### src/cpu_pkg.sv
`default_nettype none

package cpu_pkg;

    localparam int DATA_W      = 16;                // data word width
    localparam int ADDR_W      = 11;                // microcode address width
    localparam int MEM_DEPTH   = 2048;              // microcode words
    localparam int STACK_DEPTH = 16;                // default cells per stack

    localparam logic [3:0] DEV_OUT_REG = 4'h0;      // parallel output register
    localparam logic [3:0] DEV_IN_REG  = 4'h1;      // synchronized input register

    typedef logic [DATA_W-1:0] word_t;              // one data word
    typedef logic [ADDR_W-1:0] uaddr_t;             // one microcode address

    localparam word_t WORD_ONE  = 16'h0001;         // right operand constants
    localparam word_t WORD_MSB  = 16'h8000;
    localparam word_t WORD_ONES = 16'hFFFF;
    localparam word_t UC_NOP    = 16'h0000;         // instruction held after reset

    // stack effects, top of stack on the right
    typedef enum logic [2:0] {
        ST_NONE = 3'd0,                             // ( -- )
        ST_DROP = 3'd1,                             // ( a -- )
        ST_PUSH = 3'd2,                             // ( -- v )
        ST_RPLC = 3'd3,                             // ( a -- v )
        ST_SWAP = 3'd4,                             // ( a b -- b a )
        ST_ROT  = 3'd5,                             // ( a b c -- b c a )
        ST_OVER = 3'd6,                             // ( a b -- a b a )
        ST_DRPL = 3'd7                              // ( a b -- v ) for binary ALU ops
    } stack_op_e;

    typedef enum logic [3:0] {
        ALU_PASS = 4'h0,                            // left operand
        ALU_ADD  = 4'h1,
        ALU_SUB  = 4'h2,                            // left minus right
        ALU_AND  = 4'h4,
        ALU_XOR  = 4'h5,
        ALU_OR   = 4'h6,
        ALU_ROL  = 4'h7,                            // left rotated by one
        ALU_MEM  = 4'hF                             // memory op, ALU bypassed
    } alu_op_e;

    // left: top, second, return top, zero
    // right: top, one, 0x8000, all-ones
    typedef enum logic [1:0] {
        SEL_0 = 2'd0,
        SEL_1 = 2'd1,
        SEL_2 = 2'd2,
        SEL_3 = 2'd3
    } alu_sel_e;

    typedef enum logic [2:0] {
        RNG_UCODE = 3'd0,                           // microcode read/write at top
        RNG_PC    = 3'd1,                           // inline literal at pc, pc skips it
        RNG_FAIL  = 3'd2,                           // clears status
        RNG_DEV   = 3'd3                            // device registers, 4..7 do nothing
    } mem_rng_e;

    typedef struct packed {
        logic      ctrl;                            // 1 = control transfer
        logic      r_pc;                            // call or return
        logic [1:0] r_op;                           // return stack op / branch kind
        logic      d_drop;                          // extra drop in ALU phase
        stack_op_e d_op;
        alu_sel_e  alu_a;                           // mem op: {wr, rng[2]}
        alu_sel_e  alu_b;                           // mem op: rng[1:0]
        alu_op_e   alu_op;
    } instr_t;

    typedef struct packed {
        logic  en;                                  // single-cycle strobe
        logic  wr;
        word_t addr;
        word_t wdata;
    } mem_req_t;

endpackage

`default_nettype wire

### src/uc_engine.sv
`timescale 1ns/1ps
`default_nettype none

module uc_engine import cpu_pkg::*; (
    input  wire        i_clk,
    input  wire        i_rst_n,
    input  wire        i_run,
    input  wire word_t i_rdata,                     // ucode word, registered in memory
    input  wire word_t i_dev_rdata,
    input  wire word_t i_d0,
    input  wire word_t i_d1,
    input  wire word_t i_r0,
    input  wire word_t i_alu_result,
    output uaddr_t     o_pc,
    output mem_req_t   o_mem_req,
    output mem_req_t   o_dev_req,
    output word_t      o_d_value,
    output word_t      o_r_value,
    output stack_op_e  o_d_op,
    output stack_op_e  o_r_op,
    output alu_op_e    o_alu_op,
    output alu_sel_e   o_sel_a,
    output alu_sel_e   o_sel_b,
    output logic       o_running,
    output logic       o_status
);

    logic     phase_alu;                            // 0 stack phase, 1 ALU phase
    logic     status;
    uaddr_t   pc;
    word_t    instr_r;                              // latched instruction
    word_t    instr_w;                              // raw current word
    instr_t   ins;
    logic     is_mem;
    logic     mem_wr;
    mem_rng_e mem_rng;
    logic     d_zero;
    logic     take_fail;
    word_t    d_value;

    // ALU phase decodes the word straight out of memory
    assign instr_w   = phase_alu ? i_rdata : instr_r;
    assign ins       = instr_t'(instr_w);
    assign is_mem    = !ins.ctrl && (ins.alu_op == ALU_MEM);
    assign mem_wr    = instr_w[7];
    assign mem_rng   = mem_rng_e'(instr_w[6:4]);
    assign d_zero    = (i_d0 == '0);
    assign take_fail = phase_alu && is_mem && (mem_rng == RNG_FAIL);

    assign o_running = i_run && status;
    assign o_status  = status;
    assign o_pc      = pc;

    assign o_mem_req = '{
        en:    phase_alu && is_mem && (mem_rng == RNG_UCODE),
        wr:    mem_wr,
        addr:  i_d0,                                // address on top
        wdata: i_d1                                 // ( value addr -- )
    };
    assign o_dev_req = '{
        en:    phase_alu && is_mem && (mem_rng == RNG_DEV),
        wr:    mem_wr,
        addr:  i_d0,
        wdata: i_d1
    };

    // control ops add -1 or 1 to the top for count-down
    assign o_alu_op = ins.ctrl ? ALU_ADD : ins.alu_op;
    assign o_sel_a  = ins.ctrl ? SEL_0 : ins.alu_a;
    assign o_sel_b  = ins.ctrl ? alu_sel_e'(ins.r_op) : ins.alu_b;

    always_comb begin
        if (is_mem && (mem_rng == RNG_UCODE || mem_rng == RNG_PC)) begin
            d_value = i_rdata;                      // fetched word or literal
        end else if (is_mem && mem_rng == RNG_DEV) begin
            d_value = i_dev_rdata;
        end else begin
            d_value = i_alu_result;
        end
    end
    assign o_d_value = d_value;
    assign o_r_value = ins.ctrl ? word_t'(pc) : d_value;  // return address on call

    always_comb begin
        o_d_op = ST_NONE;
        o_r_op = ST_NONE;
        if (phase_alu) begin
            if (!ins.ctrl && ins.d_drop) o_d_op = ST_DROP;     // store consumes address
            if (ins.ctrl && ins.r_pc) o_r_op = ST_PUSH;        // call
        end else if (o_running) begin
            if (!ins.ctrl) begin
                o_d_op = ins.d_op;
                o_r_op = stack_op_e'({1'b0, ins.r_op});
            end else if (ins.r_op == 2'b10) begin
                o_d_op = ST_DROP;                   // branch-if-zero pops its test
            end else if (ins.r_op != 2'b00) begin
                o_d_op = d_zero ? ST_DROP : ST_RPLC;  // count-down
            end
        end
    end

    always_ff @(posedge i_clk or negedge i_rst_n) begin
        if (!i_rst_n) begin
            phase_alu <= 1'b0;
            status    <= 1'b1;                      // success until a fail access
            pc        <= '0;
            instr_r   <= UC_NOP;
        end else if (phase_alu) begin
            if (take_fail) status <= 1'b0;
            if (!ins.ctrl && ins.r_pc) begin
                pc <= i_r0[ADDR_W-1:0];             // return
            end else if (is_mem && mem_rng == RNG_PC) begin
                pc <= pc + 1'b1;                    // skip inline literal
            end else if (ins.ctrl && (ins.r_op == 2'b00 || d_zero)) begin
                pc <= instr_w[ADDR_W-1:0];          // jump, call or taken branch
            end
            instr_r   <= i_rdata;
            phase_alu <= 1'b0;
        end else if (o_running) begin
            pc        <= pc + 1'b1;                 // next word being fetched
            phase_alu <= 1'b1;
        end
    end

    // ucode and device never share one access
    a_one_target: assert property (
        @(posedge i_clk) disable iff (!i_rst_n) !(o_mem_req.en && o_dev_req.en)
    ) else $error("ucode and device request together");

endmodule

`default_nettype wire

### config.mk
export PLATFORM = sky130hd
export DESIGN_NAME = uc_engine
export DESIGN_NICKNAME = d
export VERILOG_FILES = /design/src/cpu_pkg.sv /design/src/uc_engine.sv
export SDC_FILE = /design/constraint.sdc
export NUM_CORES = 1
export LEC_CHECK = 0
export BUFFER_PORTS_ARGS = -buffer_cell sky130_fd_sc_hd__buf_2
export CAP_MARGIN = 40
export CORE_MARGIN = 8
export CORE_UTILIZATION = 44
export CTS_BUF_LIST = sky130_fd_sc_hd__clkbuf_8
export DETAILED_ROUTE_END_ITERATION = 8
export GPL_ROUTABILITY_DRIVEN = 0
export GPL_TIMING_DRIVEN = 0
export PLACE_DENSITY = 0.88
export SYNTH_ARGS = -nofsm -noshare
export SYNTH_HDL_FRONTEND = slang
export SYNTH_SLANG_ARGS = --single-unit
### constraint.sdc
create_clock -name i_clk -period 5.7 [get_ports i_clk]
set_clock_uncertainty 0.1 [all_clocks]
set_input_delay 1.14 -clock i_clk [delete_from_list [all_inputs] [get_ports i_clk]]
set_output_delay 1.14 -clock i_clk [all_outputs]
set_load 0.01 [all_outputs]
Word-level counts from Yosys, hierarchy flattened:

Cells that the tools add are included.

* order comparisons: 0
* bitwise operators: 0
* multiply operators: 0
* div/mod/pow operators: 0
* reductions and logical operators: 23
* shift-type cells: 0
* mux-type cells: 25
* add/sub/neg operators: 1
* equal/unequal tests: 6

Operators with widths (number)
* 2-to-1 mux 16 bit: 4
* 2-to-1 mux 11 bit: 5
* zero test 16 bit: 1
* 2-to-1 mux 2 bit: 8
* logical AND 1 bit: 13
* 2-to-1 mux 3 bit: 4
* adder 11 x 1 -> 11 bit (second input constant): 1
* equality test 3 x 2 -> 1 bit (second input constant): 2
* equality test 4 bit (second input constant): 1
* 2-to-1 mux 4 bit: 1
* inequality test 4 x 1 -> 1 bit (second input constant): 1
* AND reduction 2 bit: 2
* nonzero test 2 bit: 2
* equality test 3 x 1 -> 1 bit (second input constant): 1
* zero test 3 bit: 1
* 2-to-1 mux 1 bit: 3
* equality test 2 bit (second input constant): 1
* zero test 2 bit: 1
* logical OR 1 bit: 2
* zero test 1 bit: 1

* output and inout bits: 127
* bits in latches: 0
* register bits: 29
* memories: 0
* memory bits (read-only): 0
* bits in writable memories: 0

Logic depth before layout (Yosys ltp):

Gate-level depths: netlist of the first run.

* word-level depth: 8
* depth in mapped cells: 8
* depth with buffers taken out: 7

Worst setup path before layout of the first run:

OpenSTA, ideal clock, no wires.

* kind: input to output
* start: input i_rdata[0]
* end: output o_r_value[10]
* setup slack: 1.931 ns
* cell stages on the path: 7
* arrival time: 2.529 ns
* cell sequence: and4b_4 > a32oi_4 > o21bai_4 > a21oi_4 > buf_6 > o22a_1 > mux2_2

* word-level cells in the longest chain between the ends: 7
* elaborated cells on any way between the ends: 8
* those cells by class: 1 x eq/ne; 4 x mux; 3 x reduce/logical

RTL lines
* from (decl): RTL line uc_engine.sv:8 `input wire word_t i_rdata,`
* 2-to-1 mux 16 bit (*)
* equality test 4 bit (*): RTL line uc_engine.sv:44 `assign is_mem = !ins.ctrl && (ins.alu_op == ALU_MEM);`
* logical AND 1 bit (*): RTL line uc_engine.sv:44
* logical AND 1 bit: RTL line uc_engine.sv:75 `end else if (is_mem && mem_rng == RNG_DEV) begin`
* 2-to-1 mux 16 bit: RTL line uc_engine.sv:75
* 2-to-1 mux 16 bit (*): RTL line uc_engine.sv:73 `if (is_mem && (mem_rng == RNG_UCODE || mem_rng == RNG_PC)) begin`
* net o_d_value[10]: RTL line uc_engine.sv:17 `output word_t o_d_value,`
* 2-to-1 mux 16 bit (*): RTL line uc_engine.sv:82 `assign o_r_value = ins.ctrl ? word_t'(pc) : d_value;`
* to (decl): RTL line uc_engine.sv:18 `output word_t o_r_value,`

The timed path passes the listed nets; every way through them passes the cells marked *.

==> results.toml, run 1 <==
[outcome]
status = "finished clean"

[floorplanning]
rows = 29
core_um2 = 6390
die_area_um2 = 9500
io_pins = 226
die_x_um = 97.5
dieHeight_um = 97.5
start_util = 0.457

[logic_synthesis]
syn_inst = 342
syn-cell-area_um2 = 2920
synthTopCellsByArea = "dfrtp_1 23%, buf_4 17%, o22a_1 10%"
ys.warnings.count = 0
synth_cell_type_count = 61
synth_edf_count = 0
syn-num-nets = 442
postSynth.asyncResetShare = 1.00
synth-seq-area-share = 0.240
yosysTopAreaCellShare = 0.231
syn_avg_cell_area_um2 = 8.54
synth-seq-cells = 28
synth-main-ff-cell = "dfrtp_1"
synth_top_cell_by_area = "dfrtp_1"

[clock_tree]
cts.path.max_buffers = 2
cts.sinks = 28
cts_tree = "built"
ctsRootBufferMaster = "clkbuf_8"
clk_pin_slew_ps = 100
htreeDepth = 1
cts_resized = 0
numCtsBuffers = 3
clock_latency_ps = 290
cts_hold_buf = 0
cts_setup_buffers = 0

[timing]
rsz0062_at_grt = "false"
finalMaxSlewViolations = 0
setup_viol = 0
finalHoldViolCount = 0
period_share = 0.756
worstMarginPinSlew_ps = 695
finalSetupTns_ps = 0
finalCriticalPeriod_ps = 4310
slew_headroom = 0.537
fmax_mhz = 232

[pwr]
power.density_nw_per_um2 = 128
ir_worst_vdd_mv = 0.0887
p_sw_uw = 143
pwr-share-clk = 0.313
share_comb_of_total_power = 0.308
power_switching_share = 0.274
power_uw = 523
p_int_uw = 380
seqPwrFrac = 0.380
p_leak_uw = 0.00220

[routing]
drt-pass1-iter-count = 5
post_drt_wl_per_cell_um = 19.8
wirelength_mm = 12.4
drc = 0
drt_iter0_markers = 212
num_vias = 3524
drt-vias-per-instance = 5.64
ant_nets = 0

[setup_path]
path_cells = "buf_2 -> mux2_2 -> buf_2 -> buf_1 -> o22a_1 -> o22a_1 -> mux2_2 -> buf_2"
cp.buffers_inverters = 4
max_stage_delay_ps = 340
critPathCaptureType = "output port"
arrival_ps = 3070
cp-start-kind = "input port"
path_class = "input port to output port"
cp_top_family = "buffers and inverters"
crit_slowest_cell = "buf_1"
cp_max_fo = 10
crit_required_ps = 4460
crit_path_frequent_cell = "buf_2"

[global_routing]
grt_usage = 0.245
grt_pass1_vias = 3715
grt_max_degree = 29
grt_remaining_overflow = 0
antenna_found_initial = 0
grt_pass1_wl_mm = 19.4

[final_layout]
final_util = 0.642
drive_gt1_frac = 0.588
syn_to_final_growth_pct = 40.3
nFillCells = 569
nNetsFinal = 649
insertedDiodeCount = 0

[run]
cap_violations = 0

[place]
place_hpwl_mm = 9.97
port_buffers = 202

[hold_path]
hp-class = "flip-flop to flip-flop"
## flip-flops by register name, summed over array words and instances, names as in the netlist
signal	flops
phase_alu	1
instr_r	15
o_pc	11
o_status	1
## layout by cell type, fill, tap and decap left out, types with 7 or more instances in the layout
cell type,n
a21oi_1,10
and2_1,10
buf_2,209
buf_4,68
clkbuf_1,7
dfrtp_1,27
inv_1,9
mux2_2,21
nand2_1,28
nor2_1,16
o21ai_0,17
o22a_1,34
## layout make-up
cell class,count,area [um2],area share
Buffer,86,609,0.149
Clock buffer,3,41.3,0.0101
Clock inverter,1,30.0,0.00732
Inverter,10,37.5,0.00915
Multi-Input combinational cell,218,1570,0.384
Sequential cell,28,702,0.171
Tap cell,77,96.3,0.0235
Timing Repair Buffer,202,1010,0.247
## synth_stat cells (all sizes together) (3+ instances only)
library cell  instances
buf                  79
o22a                 34
nand2                29
dfrtp                27
mux2                 22
o21ai                19
nor2                 17
a21oi                11
and2                 10
inv                   9
clkbuf                7
a31oi                 5
nand2b                5
nand3                 5
nor3b                 5
nor4                  5
and3                  4
and3b                 3
mux2i                 3
nor2b                 3
nor3                  3
o22ai                 3
or2                   3
## power by group through the flow
stage / Clock (uW) / Sequential [uW] / Combinational [uW]
CTS: 164 / 199 / 162
finish: 164 / 199 / 161
floorplan: 0 / 202 / 81.3
global route: 169 / 199 / 174
detailed placement: 0 / 202 / 162
global placement: 0 / 202 / 159
## through the flow
step | worst slack [ps] | std cells | hold slack (ps) | instance area [um2]
after floorplan | 1930 | 342 | 344 | 2920
after global placement | 1490 | 621 | 363 | 4030
after detailed placement | 1410 | 621 | 380 | 4030
after CTS | 1410 | 625 | 394 | 4100
after global routing | 1340 | 625 | 404 | 4100
final | 1390 | 625 | 392 | 4100
## logic make-up (layout without fill, tap and decap cells)
group | count (synthesis) | count (layout) | share of synthesized area
and+or+nand+nor | 98 | 98 | 0.185
buffers and inverters | 96 | 302 | 0.221
AOI/OAI and AO/OA | 92 | 92 | 0.248
DFF | 28 | 28 | 0.240
muxes | 25 | 25 | 0.0964
adders and majority gates | 1 | 1 | 0.00428
other | 1 | 1 | 0.00128
xor gates and xnor gates | 1 | 1 | 0.00300
## final timing paths
path                           endpoint  slack [ps]  startpoint  cells after the start
setup / recovery           o_r_value[8]        1390  i_rdata[5]                      8
hold / removal                 o_status         390    o_status                      1
setup reg to reg                o_pc[0]        3320   phase_alu                      8
hold reg to reg                o_status         390    o_status                      1
max in group asynchronous   instr_r[13]        4260     i_rst_n                      1
min in group asynchronous       o_pc[1]         780     i_rst_n                      1
## routing by layer
metal / track usage / wire [um] / vias to the layer above
met5: 0 / 0 / -
met4: 0.0862 / 377 / 0
met3: 0.0775 / 1310 / 36
met2: 0.449 / 6280 / 255
met1: 0.255 / 4420 / 1648
li1: - / - / 1585
Note: power is estimated with default switching activity, not from simulation.
==> inputs of run 2 (changes only) <==
Settings changed: ABC_AREA set to 1, CORE_UTILIZATION 44 to 43, PLACE_DENSITY 0.88 to 0.83.
Clock period 5.7 ns to 4.5 ns, I/O delays scaled along.
==> results.toml, run 2 <==
[final_layout]
insertedDiodeCount = 0
syn_to_final_growth_pct = 36.8
fin_area_um2 = 4440
largest_reg_flops = 15
fin_cells = 828
regMostFlops = "instr_r"
drive_gt1_frac = 0.447
most-common-layout-cells = "209 x buf_2, 188 x nand2_1, 69 x buf_4"
nNetsFinal = 830
layout_commonest_cell = "buf_2"

[routing]
drc = 0
drt_iter0_markers = 258
ant_nets = 0
num_vias = 3936
drt-vias-per-instance = 4.75
wirelength_mm = 12.6
drt-pass1-iter-count = 5
post_drt_wl_per_cell_um = 15.2

[pwr]
share_comb_of_total_power = 0.297
pwr-share-clk = 0.268
p_int_uw = 424
power.density_nw_per_um2 = 131
seqPwrFrac = 0.434
ir_worst_vdd_mv = 0.127
p_sw_uw = 157
power_switching_share = 0.270
p_leak_uw = 0.00281

[place]
place_hpwl_mm = 10.7
placed_area_um2 = 4380
port_buffers = 203
dp.cells = 824

[timing]
finalHoldWorstSlack_ps = 389
slew_headroom = 0.546
finalCriticalPeriod_ps = 3490
fmax_mhz = 286
finalHoldViolCount = 0
finalSetupTns_ps = 0
worstMarginPinSlew_ps = 677
finalMaxSlewViolations = 0
setup_viol = 0
period_share = 0.776
rsz0062_at_grt = "false"

[setup_path]
critPathCaptureType = "output port"
cp_max_fo = 10
path_class = "input port to output port"
cp-start-kind = "input port"
crit_required_ps = 3500
arrival_ps = 2490

[logic_synthesis]
yosys-top-cells-count = "188 x nand2_1, 69 x buf_4, 55 x inv_1"
ys.warnings.count = 0
postSynth.asyncResetShare = 1.00
syn-cell-area_um2 = 3240
synth_edf_count = 0
synth-seq-area-share = 0.216
syn_inst = 522
synth-seq-cells = 28
synthTopCellsByArea = "nand2_1 22%, dfrtp_1 21%, buf_4 16%"
synth_top_cell_by_area = "nand2_1"
syn-num-nets = 622
synth-main-ff-cell = "dfrtp_1"
yosysTopAreaCellShare = 0.218
syn_avg_cell_area_um2 = 6.22
synth_cell_type_count = 37
post-synth-top-count-cell = "nand2_1"

[global_routing]
grt_usage = 0.223
grt_pass1_wl_mm = 19.0
antenna_found_initial = 0
grt_pass1_vias = 3888
grt_max_degree = 29
grt_remaining_overflow = 0

[clock_tree]
clk_pin_slew_ps = 90
ctsRootBufferMaster = "clkbuf_8"
clock_latency_ps = 270
cts_hold_buf = 0
cts_setup_buffers = 0
htreeDepth = 1
numCtsBuffers = 3
cts.path.max_buffers = 2
cts.sinks = 28
cts_tree = "built"
cts_resized = 0

[floorplanning]
rows = 31
die_x_um = 103
start_util = 0.445
dieHeight_um = 103
io_pins = 226
core_um2 = 7290
die_area_um2 = 10600

[run]
cap_violations = 0

[outcome]
status = "finished clean"

[hold_path]
hp-class = "flip-flop to flip-flop"
run 2: changes by cell type in the layout (fill, tap and decap cells not counted), moves of 10 or more:
| cell | delta |
|---|---|
| and2_1 | -10 |
| inv_1 | +46 |
| mux2_2 | -21 |
| nand2_1 | +160 |
| nand3_1 | +31 |
| nand3b_1 | +13 |
| nor2_1 | +16 |
| o22a_1 | -34 |
run 2: per-layer routing:
metal / routed length (um) / global-route usage
met1: 4520 / 0.241
met2: 6580 / 0.438
met3: 1300 / 0.0473
met4: 161 / 0.0334
met5: 0 / 0
run 2: worst max-delay path: stages:
cell and delay, ps:
buf_2 130, nand2_4 70, inv_2 40, nor2_4 170, nand2_2 80, inv_1 100
nand3_2 160, inv_1 100, buf_2 220, nand2_1 70, nand2_1 100, nand2_1 80
o21ai_2 100, buf_2 160
run 2: worst paths after layout:
path	cells after the start	end	slack (ps)	from
min in group asynchronous	1	o_pc[6]	540	i_rst_n
max in group asynchronous	1	instr_r[14]	3350	i_rst_n
worst min register to register	2	o_status	390	o_status
worst max-delay path	14	o_r_value[6]	1010	i_rdata[15]
worst max register to register	9	o_pc[3]	2400	phase_alu
worst min-delay path	2	o_status	390	o_status
run 2: layout make-up:
| cell class | count | area [um2] |
|---|---|---|
| Fill cell | 710 | 2850 |
| Multi-Input combinational cell | 348 | 1660 |
| Timing Repair Buffer | 203 | 1020 |
| Sequential cell | 28 | 702 |
| Buffer | 87 | 653 |
| Inverter | 59 | 226 |
| Tap cell | 99 | 124 |
| Clock buffer | 4 | 55.1 |
run 2: cells by family (layout without fill, tap and decap cells):
group,after synthesis,after routing,synth area share
AND/OR/NAND/NOR,290,290,0.390
buffers and inverters,146,353,0.271
AO/OA/AOI/OAI,53,53,0.110
flip-flops,28,28,0.216
XOR/XNOR,3,3,0.00810
adder cells (fa/ha/maj),1,1,0.00386
other,1,1,0.00116
run 2: power groups by stage:
stage | clock (uW) | combinational [uW] | sequential, uW
global placement | 0 | 171 | 258
global route | 166 | 188 | 253
finish | 156 | 173 | 253
floorplan | 0 | 87.0 | 258
CTS | 159 | 175 | 253
detailed placement | 0 | 174 | 257
run 2: through the flow:
| stage | util | setup slack [ps] | total power [uW] |
|---|---|---|---|
| after floorplan | - | 1420 | 345 |
| after global placement | 0.601 | 1010 | 428 |
| after detailed placement | 0.601 | 1000 | 432 |
| after CTS | 0.609 | 1000 | 586 |
| after global routing | 0.609 | 809 | 607 |
| final | 0.609 | 1010 | 582 |
